File: src/source/dmac_config.svh
`ifndef DMAC_CONFIG_SVH
`define DMAC_CONFIG_SVH

// address and byte count width
`define DMAC_ADDR_W 32

// bytes carried by one data beat
`define DMAC_DATA_BYTES 4

// largest burst is 2**7 = 128 bytes
`define DMAC_MAX_BURST_LOG 7

// one maximum burst worth of beats
`define DMAC_FIFO_DEPTH 32

`endif
File: src/source/dmac_pkg.sv
`include "dmac_config.svh"

package dmac_pkg;

    typedef logic [`DMAC_ADDR_W-1:0]       addr_t;
    typedef logic [8*`DMAC_DATA_BYTES-1:0] data_t;
    typedef logic [`DMAC_DATA_BYTES-1:0]   mask_t;
    typedef logic [3:0]                    lgsize_t;
    typedef logic [5:0]                    beat_cnt_t;

    // tilelink-ul channel a opcodes
    typedef enum logic [2:0] {
        TL_PUT_FULL_DATA = 3'd0,
        TL_GET           = 3'd4
    } tl_a_op_e;

    // tilelink-ul channel d opcodes
    typedef enum logic [2:0] {
        TL_ACCESS_ACK      = 3'd0,
        TL_ACCESS_ACK_DATA = 3'd1
    } tl_d_op_e;

    typedef struct packed {
        tl_a_op_e   opcode;
        logic [2:0] param;
        lgsize_t    size;
        addr_t      address;
        mask_t      mask;
        data_t      data;
        logic       corrupt;
    } tl_a_req_t;

    typedef struct packed {
        tl_d_op_e   opcode;
        logic [1:0] param;
        lgsize_t    size;
        logic       denied;
        data_t      data;
        logic       corrupt;
    } tl_d_rsp_t;

    typedef struct packed {
        lgsize_t   lgsize;
        addr_t     bytes;
        beat_cnt_t beats;
    } burst_t;

    typedef enum logic [2:0] {
        IDLE,
        READ_REQ,
        READ_WAIT,
        WRITE_REQ,
        WRITE_ACK,
        FINISH
    } dmac_state_e;

endpackage

File: src/source/dmac_core.sv
module dmac_core import dmac_pkg::*; (
    input  wire logic       dmac_clock_i,
    input  wire logic       arst_n_i,

    input  wire logic       tx_i,
    input  wire addr_t      src_addr_i,
    input  wire addr_t      dst_addr_i,
    input  wire addr_t      bytes_i,
    output logic            busy_o,
    output logic            done_o,
    output logic            err_o,

    output tl_a_req_t       tl_a_o,
    output logic            tl_a_valid_o,
    input  wire logic       tl_a_ready_i,
    input  wire tl_d_rsp_t  tl_d_i,
    input  wire logic       tl_d_valid_i,
    output logic            tl_d_ready_o
);

    burst_t  burst;
    addr_t   cur_src;
    addr_t   cur_dst;
    addr_t   remaining;
    logic    beat_push;
    logic    beat_pop;
    data_t   beat_head;
    logic    beat_empty;
    logic    beat_full;

    assign tl_d_ready_o = !beat_full;

    dmac_burst_sizer u_sizer (
        .src_addr_i   (cur_src),
        .dst_addr_i   (cur_dst),
        .remaining_i  (remaining),
        .burst_o      (burst)
    );

    dmac_beat_fifo u_fifo (
        .dmac_clock_i (dmac_clock_i),
        .arst_n_i     (arst_n_i),
        .push_i       (beat_push),
        .push_data_i  (tl_d_i.data),
        .pop_i        (beat_pop),
        .head_o       (beat_head),
        .empty_o      (beat_empty),
        .full_o       (beat_full)
    );

    dmac_channel_ctrl u_ctrl (
        .dmac_clock_i (dmac_clock_i),
        .arst_n_i     (arst_n_i),
        .tx_i         (tx_i),
        .src_addr_i   (src_addr_i),
        .dst_addr_i   (dst_addr_i),
        .bytes_i      (bytes_i),
        .busy_o       (busy_o),
        .done_o       (done_o),
        .err_o        (err_o),
        .burst_i      (burst),
        .cur_src_o    (cur_src),
        .cur_dst_o    (cur_dst),
        .remaining_o  (remaining),
        .tl_a_o       (tl_a_o),
        .tl_a_valid_o (tl_a_valid_o),
        .tl_a_ready_i (tl_a_ready_i),
        .tl_d_i       (tl_d_i),
        .tl_d_valid_i (tl_d_valid_i),
        .beat_push_o  (beat_push),
        .beat_pop_o   (beat_pop),
        .beat_head_i  (beat_head),
        .beat_empty_i (beat_empty)
    );

endmodule

File: src/source/dmac_channel_ctrl.sv
`include "dmac_config.svh"

module dmac_channel_ctrl import dmac_pkg::*; (
    input  wire logic       dmac_clock_i,
    input  wire logic       arst_n_i,

    input  wire logic       tx_i,
    input  wire addr_t      src_addr_i,
    input  wire addr_t      dst_addr_i,
    input  wire addr_t      bytes_i,
    output logic            busy_o,
    output logic            done_o,
    output logic            err_o,

    input  wire burst_t     burst_i,
    output addr_t           cur_src_o,
    output addr_t           cur_dst_o,
    output addr_t           remaining_o,

    output tl_a_req_t       tl_a_o,
    output logic            tl_a_valid_o,
    input  wire logic       tl_a_ready_i,
    input  wire tl_d_rsp_t  tl_d_i,
    input  wire logic       tl_d_valid_i,

    output logic            beat_push_o,
    output logic            beat_pop_o,
    input  wire data_t      beat_head_i,
    input  wire logic       beat_empty_i
);

    localparam int LANE_W = $clog2(`DMAC_DATA_BYTES);

    dmac_state_e        state_q;
    beat_cnt_t          beat_cnt_q;
    logic               err_q;

    addr_t              cur_src_q;
    addr_t              cur_dst_q;
    addr_t              remaining_q;
    burst_t             burst_q;
    logic [LANE_W-1:0]  src_lane_q;

    logic               a_fire;
    logic               d_bad;
    logic               last_beat;
    logic               drain;
    logic [LANE_W-1:0]  dst_lane;
    logic [LANE_W-1:0]  lane_shift;
    data_t              put_data;
    mask_t              put_mask;
    addr_t              put_addr;
    addr_t              dst_step;

    assign busy_o = (state_q != IDLE);
    assign done_o = (state_q == FINISH);
    assign err_o  = (state_q == FINISH) && err_q;

    assign cur_src_o   = cur_src_q;
    assign cur_dst_o   = cur_dst_q;
    assign remaining_o = remaining_q;

    assign d_bad     = tl_d_i.denied || tl_d_i.corrupt;
    assign last_beat = (beat_cnt_q == burst_q.beats - 1'b1);
    assign a_fire    = tl_a_valid_o && tl_a_ready_i;

    // beats left behind by a failed burst are flushed before the next Get
    assign drain = ((state_q == IDLE) || (state_q == READ_REQ)) && !beat_empty_i;

    assign beat_push_o = (state_q == READ_WAIT) && tl_d_valid_i &&
                         (tl_d_i.opcode == TL_ACCESS_ACK_DATA);
    assign beat_pop_o  = drain || ((state_q == WRITE_REQ) && a_fire);

    always_comb begin
        tl_a_valid_o = 1'b0;
        if (state_q == READ_REQ) begin
            tl_a_valid_o = (remaining_q != '0) && beat_empty_i;
        end else if (state_q == WRITE_REQ) begin
            tl_a_valid_o = !beat_empty_i;
        end
    end

    // move a sub-word beat from the source lane to the destination lane
    assign dst_lane   = cur_dst_q[LANE_W-1:0];
    assign lane_shift = dst_lane - src_lane_q;

    always_comb begin
        logic [5:0] bit_shift;
        bit_shift = {lane_shift, 3'b000};
        put_data  = (beat_head_i << bit_shift) | (beat_head_i >> (6'd32 - bit_shift));
        if (lane_shift == '0) begin
            put_data = beat_head_i;
        end
    end

    always_comb begin
        if (burst_q.lgsize < lgsize_t'(LANE_W)) begin
            put_mask = mask_t'(((1 << burst_q.bytes) - 1) << dst_lane);
            dst_step = burst_q.bytes;
        end else begin
            put_mask = '1;
            dst_step = addr_t'(`DMAC_DATA_BYTES);
        end
    end

    // every beat of a burst carries the burst base address
    assign put_addr = cur_dst_q & ~(burst_q.bytes - 1'b1);

    always_comb begin
        tl_a_o.param   = '0;
        tl_a_o.corrupt = 1'b0;
        if (state_q == READ_REQ) begin
            tl_a_o.opcode  = TL_GET;
            tl_a_o.size    = burst_i.lgsize;
            tl_a_o.address = cur_src_q;
            tl_a_o.mask    = '0;
            tl_a_o.data    = '0;
        end else begin
            tl_a_o.opcode  = TL_PUT_FULL_DATA;
            tl_a_o.size    = burst_q.lgsize;
            tl_a_o.address = put_addr;
            tl_a_o.mask    = put_mask;
            tl_a_o.data    = put_data;
        end
    end

    always_ff @(posedge dmac_clock_i or negedge arst_n_i) begin
        if (!arst_n_i) begin
            state_q    <= IDLE;
            beat_cnt_q <= '0;
            err_q      <= 1'b0;
        end else begin
            case (state_q)
                IDLE: begin
                    if (tx_i) begin
                        err_q   <= 1'b0;
                        state_q <= READ_REQ;
                    end
                end
                READ_REQ: begin
                    if (remaining_q == '0) begin
                        state_q <= FINISH;
                    end else if (a_fire) begin
                        beat_cnt_q <= '0;
                        state_q    <= READ_WAIT;
                    end
                end
                READ_WAIT: begin
                    // a failed burst still runs to its last beat
                    if (tl_d_valid_i) begin
                        if (d_bad) begin
                            err_q <= 1'b1;
                        end
                        if (last_beat) begin
                            beat_cnt_q <= '0;
                            state_q    <= (err_q || d_bad) ? FINISH : WRITE_REQ;
                        end else begin
                            beat_cnt_q <= beat_cnt_q + 1'b1;
                        end
                    end
                end
                WRITE_REQ: begin
                    if (a_fire) begin
                        if (last_beat) begin
                            beat_cnt_q <= '0;
                            state_q    <= WRITE_ACK;
                        end else begin
                            beat_cnt_q <= beat_cnt_q + 1'b1;
                        end
                    end
                end
                WRITE_ACK: begin
                    if (tl_d_valid_i && (tl_d_i.opcode == TL_ACCESS_ACK)) begin
                        if (d_bad) begin
                            err_q <= 1'b1;
                        end
                        state_q <= (d_bad || remaining_q == '0) ? FINISH : READ_REQ;
                    end
                end
                FINISH: begin
                    state_q <= IDLE;
                end
                default: begin
                    state_q <= IDLE;
                end
            endcase
        end
    end

    always_ff @(posedge dmac_clock_i) begin
        if ((state_q == IDLE) && tx_i) begin
            cur_src_q   <= src_addr_i;
            cur_dst_q   <= dst_addr_i;
            remaining_q <= bytes_i;
        end
        if ((state_q == READ_REQ) && a_fire) begin
            burst_q     <= burst_i;
            src_lane_q  <= cur_src_q[LANE_W-1:0];
            cur_src_q   <= cur_src_q + burst_i.bytes;
            remaining_q <= remaining_q - burst_i.bytes;
        end
        if ((state_q == WRITE_REQ) && a_fire) begin
            cur_dst_q <= cur_dst_q + dst_step;
        end
    end

endmodule

File: src/source/dmac_beat_fifo.sv
`include "dmac_config.svh"

module dmac_beat_fifo import dmac_pkg::*; #(
    parameter int DEPTH = `DMAC_FIFO_DEPTH
) (
    input  wire logic   dmac_clock_i,
    input  wire logic   arst_n_i,
    input  wire logic   push_i,
    input  wire data_t  push_data_i,
    input  wire logic   pop_i,
    output data_t       head_o,
    output logic        empty_o,
    output logic        full_o
);

    localparam int PTR_W = $clog2(DEPTH);
    localparam int CNT_W = $clog2(DEPTH + 1);

    data_t             mem [DEPTH];
    logic [PTR_W-1:0]  wr_ptr_q;
    logic [PTR_W-1:0]  rd_ptr_q;
    logic [CNT_W-1:0]  count_q;
    logic              do_push;
    logic              do_pop;

    assign empty_o = (count_q == '0);
    assign full_o  = (count_q == CNT_W'(DEPTH));
    assign do_push = push_i && !full_o;
    assign do_pop  = pop_i && !empty_o;
    assign head_o  = mem[rd_ptr_q];

    always_ff @(posedge dmac_clock_i) begin
        if (do_push) begin
            mem[wr_ptr_q] <= push_data_i;
        end
    end

    always_ff @(posedge dmac_clock_i or negedge arst_n_i) begin
        if (!arst_n_i) begin
            wr_ptr_q <= '0;
            rd_ptr_q <= '0;
            count_q  <= '0;
        end else begin
            if (do_push) begin
                wr_ptr_q <= (wr_ptr_q == PTR_W'(DEPTH - 1)) ? '0 : wr_ptr_q + 1'b1;
            end
            if (do_pop) begin
                rd_ptr_q <= (rd_ptr_q == PTR_W'(DEPTH - 1)) ? '0 : rd_ptr_q + 1'b1;
            end
            // simultaneous push and pop leaves the count alone
            if (do_push && !do_pop) begin
                count_q <= count_q + 1'b1;
            end else if (do_pop && !do_push) begin
                count_q <= count_q - 1'b1;
            end
        end
    end

endmodule

File: src/source/dmac_burst_sizer.sv
`include "dmac_config.svh"

module dmac_burst_sizer import dmac_pkg::*; (
    input  wire addr_t  src_addr_i,
    input  wire addr_t  dst_addr_i,
    input  wire addr_t  remaining_i,
    output burst_t      burst_o
);

    localparam int LANE_W = $clog2(`DMAC_DATA_BYTES);

    // lowest set bit, capped at the largest burst
    function automatic lgsize_t align_log(input addr_t value);
        lgsize_t result;
        result = lgsize_t'(`DMAC_MAX_BURST_LOG);
        // scan downwards so the last hit is the lowest one
        for (int i = `DMAC_MAX_BURST_LOG - 1; i >= 0; i--) begin
            if (value[i]) begin
                result = lgsize_t'(i);
            end
        end
        return result;
    endfunction

    lgsize_t src_log;
    lgsize_t dst_log;
    lgsize_t rem_log;
    lgsize_t min_log;
    addr_t   burst_bytes;

    always_comb begin
        src_log = align_log(src_addr_i);
        dst_log = align_log(dst_addr_i);
        rem_log = align_log(remaining_i);
    end

    // smallest of the three limits
    always_comb begin
        min_log = src_log;
        if (dst_log < min_log) begin
            min_log = dst_log;
        end
        if (rem_log < min_log) begin
            min_log = rem_log;
        end
    end

    assign burst_bytes = addr_t'(1) << min_log;

    always_comb begin
        burst_o.lgsize = min_log;
        burst_o.bytes  = burst_bytes;
        // sub-word bursts still take a whole beat
        if (min_log < lgsize_t'(LANE_W)) begin
            burst_o.beats = beat_cnt_t'(1);
        end else begin
            burst_o.beats = beat_cnt_t'(burst_bytes >> LANE_W);
        end
    end

endmodule

File: config.mk
export PLATFORM = sky130hd
export DESIGN_NAME = dmac_core
export DESIGN_NICKNAME = d
export VERILOG_FILES = /design/src/source/dmac_pkg.sv /design/src/source/dmac_core.sv /design/src/source/dmac_channel_ctrl.sv /design/src/source/dmac_beat_fifo.sv /design/src/source/dmac_burst_sizer.sv
export VERILOG_INCLUDE_DIRS = /design/src /design/src/source
export SDC_FILE = /design/constraint.sdc
export NUM_CORES = 2
export LEC_CHECK = 0
export BUFFER_PORTS_ARGS = -buffer_cell sky130_fd_sc_hd__buf_2
export CAP_MARGIN = 20
export CORE_MARGIN = 1.5
export CORE_UTILIZATION = 50
export CTS_BUF_LIST = sky130_fd_sc_hd__clkbuf_4 sky130_fd_sc_hd__clkbuf_8
export DETAILED_ROUTE_END_ITERATION = 10
export GPL_ROUTABILITY_DRIVEN = 0
export GPL_TIMING_DRIVEN = 0
export HOLD_SLACK_MARGIN = 0.02
export PLACE_DENSITY = 0.79
export SYNTH_ARGS = -nofsm -noshare
export SYNTH_HDL_FRONTEND = slang
export SYNTH_SLANG_ARGS = --single-unit
File: constraint.sdc
create_clock -name dmac_clock_i -period 5.6 [get_ports dmac_clock_i]
set_clock_uncertainty 0.05 [all_clocks]
set_input_delay 0.84 -clock dmac_clock_i [delete_from_list [all_inputs] [get_ports dmac_clock_i]]
set_output_delay 0.84 -clock dmac_clock_i [all_outputs]
set_load 0.005 [all_outputs]
==> impl_metrics.ini <==
[floorplanning]
die_area_mm2 = 0.1017
die-width_um = 319.0
core-area_mm2 = 0.09871
std_cell_rows = 115
fp.dieH_um = 319.0
io_pins = 228
initial_core_util = 0.5057

[sta]
slew_headroom = 0.2425
post-route-period-util = 1.024
worstMarginPinSlew_ns = 1.136
hold_ws_ns = 0.1405
hold_viol_final = 0
drv_slew = 0
setup_viol = 9
worst_slack_ns = -0.1327
rsz0062_at_grt = yes
min_period_ns = 5.733
fmax_ghz = 0.1744

[synthesis]
synth_cell_types = 83
synth-simple-area-share = 0.05971
synthAdderAreaFrac = 0.01389
avgSynthCellArea_um2 = 16.24
yosysSeqAreaShare = 0.6982
yosys.area.top_type_share = 0.6852
synth_xor_area_frac = 0.01842
ys_top_cells_by_area = edfxtp_1 69%, mux4_2 8.7%, mux2i_1 2.8%
async_reset_ff_frac = 0.02232
synth_edf_count = 1139
synth_area_mm2 = 0.04992
yosysTopAreaCell = edfxtp_1
synth_mux_area_frac = 0.1161
ys.flop_type = edfxtp_1
netlist_instances = 3073
synth_compound_area_frac = 0.07201
ys_warn_count = 0
synth_top_family_by_area = multiplexers
ys_ff_latch = 1165

[global_route]
antenna_found_initial = 9
grt_pass1_wl_um = 212400
grt_max_degree = 65
grtUsageTotal = 0.2892
grt_pass1_vias = 31719
grt_overflow = 0

[finish]
ff_latch_area_mm2 = 0.03485
layout.nets = 3751
layoutNonFillerInstCount = 4994
num-fill-cells = 6994
synthToLayoutAreaGrowth_pct = 16.45
multi_input_area_mm2 = 0.01460
layout-drive-gt1-share = 0.2653

[detailed_routing]
firstDrtPassIters = 9
wl_per_cell_um = 30.01
totalWireLength_um = 149900
drc_errors = 0
via_per_inst = 6.547
drtIter0Drc = 5158
vias = 32698
ant_nets = 0

[status]
outcome = finished, violations left
violations = setup timing

[place]
post-place-ws_ns = -0.9448
dp_cells = 4625
hpwlAfterDp_um = 99130
portBuffers = 214

[worst_setup_path]
reg2reg_setup_slack_ns = -0.13
end_kind = register
r2r_cells = 24
r2r-end = u_ctrl.cur_src_o[20]$_DFFE_PP_
cp.required_ns = 6.11
cp_data_arrival_time_ns = 6.24
cp_max_fo = 5
start_kind = register
worstSetupPathType = reg2reg
reg2reg_from = u_ctrl.cur_src_o[0]$_DFFE_PP_

[clock_network]
clockBufferDepth = 3
numCtsBuffers = 177
insertion_delay_ns = 0.86
ctsRootBufferMaster = clkbuf_8
htreeDepth = 4
clock-sinks = 1165
clk_pin_slew_worst_paths_ns = 0.07
cts_tree = built

[hold_path]
hold_start = tx_i
hold_class = in2reg
min_path_cells = 2
holdPathEnd = u_ctrl.err_q$_DFFE_PN0P_

[power]
p_per_area_mw_per_mm2 = 478.9
ir_drop_uv = 304.4
leakagePower_nw = 19.97

[flow_run]
drv_cap = 0
[registers in the layout, summed over array words and instances (netlist names)]
signal	cells
u_ctrl.burst_q	17
u_fifo.mem	1024
u_fifo.rd_ptr_q	5
u_ctrl.beat_cnt_q	6
u_ctrl.state_q	3
u_fifo.wr_ptr_q	5
u_ctrl.err_q	1
u_ctrl.cur_dst_o	32
u_ctrl.remaining_o	32
u_ctrl.src_lane_q	2
u_fifo.count_q	6
u_ctrl.cur_src_o	32
[repair_timing]
item                                    in CTS  in global routing
hold endpoints to repair                    26                  0
gates resized for setup                     64                 95
hold buffers                                 1                  0
cloned                                       0                  1
setup buffers                               17                 23
pin swaps                                    3                 41
endpoints found under the setup margin      79                 72
[Yosys cell counts, drive strengths merged (4+ instances only)]
master      n
dfrtp      26
edfxtp   1139
a21o       11
a21oi      75
mux2        6
and2        9
a211oi     42
or2         6
nor2b      14
a22oi      56
nand3b     13
a211o       6
o221ai     36
inv        51
o21ai     165
a2111oi     6
o32ai       4
o31ai      12
nand2     230
o211ai      5
mux4      192
a31oi      10
and3       28
mux2i     140
nand3      45
ha         49
buf        83
o22ai      39
nor2      164
a22o       35
clkbuf     94
nor4       10
xnor2      71
nand2b     14
or4         7
nand4       8
xor2       34
o21a        5
nor3       52
or3        28
fa          4
[placed cells by master, fill, tap and decap left out, drive strengths merged, types with 52 or more instances in the layout]
| master | netlist | layout |
|---|---|---|
| xnor2 | 71 | 71 |
| clkbuf | 94 | 334 |
| nor3 | 52 | 52 |
| nor2 | 164 | 164 |
| o21ai | 165 | 165 |
| buf | 83 | 374 |
| a21oi | 75 | 75 |
| mux4 | 192 | 192 |
| nand2 | 230 | 230 |
| a22oi | 56 | 56 |
| inv | 51 | 59 |
| edfxtp | 1139 | 1139 |
| mux2i | 140 | 140 |
| clkinv | 2 | 79 |
[worst max path at each step]
stage                                       start                             end  slack, ns  cells past startpoint
floorplan           u_ctrl.cur_src_o[1]$_DFFE_PP_  u_ctrl.cur_src_o[23]$_DFFE_PP_       0.12                     24
finish              u_ctrl.cur_src_o[0]$_DFFE_PP_  u_ctrl.cur_src_o[20]$_DFFE_PP_      -0.13                     24
global placement    u_ctrl.cur_dst_o[1]$_DFFE_PP_  u_ctrl.cur_src_o[23]$_DFFE_PP_      -0.79                     25
detailed placement  u_ctrl.cur_dst_o[1]$_DFFE_PP_  u_ctrl.cur_src_o[23]$_DFFE_PP_      -0.94                     25
CTS                 u_ctrl.cur_dst_o[1]$_DFFE_PP_  u_ctrl.cur_src_o[24]$_DFFE_PP_     -0.005                     27
global route        u_ctrl.cur_src_o[5]$_DFFE_PP_  u_ctrl.cur_src_o[20]$_DFFE_PP_      -0.35                     28
[layer usage]
| metal | GRT usage | share of wire |
|---|---|---|
| met1 | 0.3702 | 0.34 |
| met2 | 0.4479 | 0.45 |
| met3 | 0.08922 | 0.15 |
| met4 | 0.1465 | 0.054 |
| met5 | 0 | 0.00085 |
[report_power, final]
part | internal [mW] | switching [mW] | total [mW]
Clock | 3.59 | 3.44 | 7.04
Sequential | 9.89 | 0.255 | 10.1
Combinational | 3.92 | 6.73 | 10.7
[cell type report]
cell class / count / area share
antenna: 2 / 0.00008610
buffer: 172 / 0.01614
clock buffer: 236 / 0.04985
clock inverter: 94 / 0.01040
inverter: 53 / 0.003444
multi-input combinational: 1684 / 0.2512
sequential: 1165 / 0.5996
tap: 1287 / 0.02770
timing repair buffer: 301 / 0.04161
[worst max-delay path, cell delays in order, from the launching register on]
cell	delay (ns)
edfxtp_1	0.43
or4_4	0.60
ha_4	0.19
or3_1	0.37
mux2i_1	0.14
nor2_1	0.08
ha_2	0.20
buf_6	0.11
o32a_1	0.33
mux2_4	0.22
inv_2	0.05
buf_6	0.13
nor3_4	0.21
ha_2	0.23
inv_2	0.05
fa_2	0.37
nor2b_1	0.14
o21ai_1	0.11
a21boi_1	0.22
o21ai_1	0.13
a211o_2	0.45
buf_8	0.18
nor3b_2	0.21
xnor2_1	0.15
o21ai_1	0.10
[kinds of logic (layout without fill, tap and decap cells)]
logic type      after synthesis  in the layout
flops                      1165           1165
fa+ha+maj                    53             53
simple gates                638            638
xor+xnor                    105            105
mux                         338            338
buf+inv                     230            856
compound gates              543            543
other cells                   1              9
[metrics by stage]
stage                 util  cell area [µm²]  TNS [ns]  power (mW)
global placement    0.5331            52620   -406.26       19.84
CTS                 0.5846            57710  -0.01188       27.27
detailed placement  0.5456            53860    -25.86       20.14
floorplan                -            49940         0       16.25
global route        0.5889            58130    -3.250       28.63
finish              0.5889            58130   -0.4810       27.84
Power figures use the tool's default switching activity.
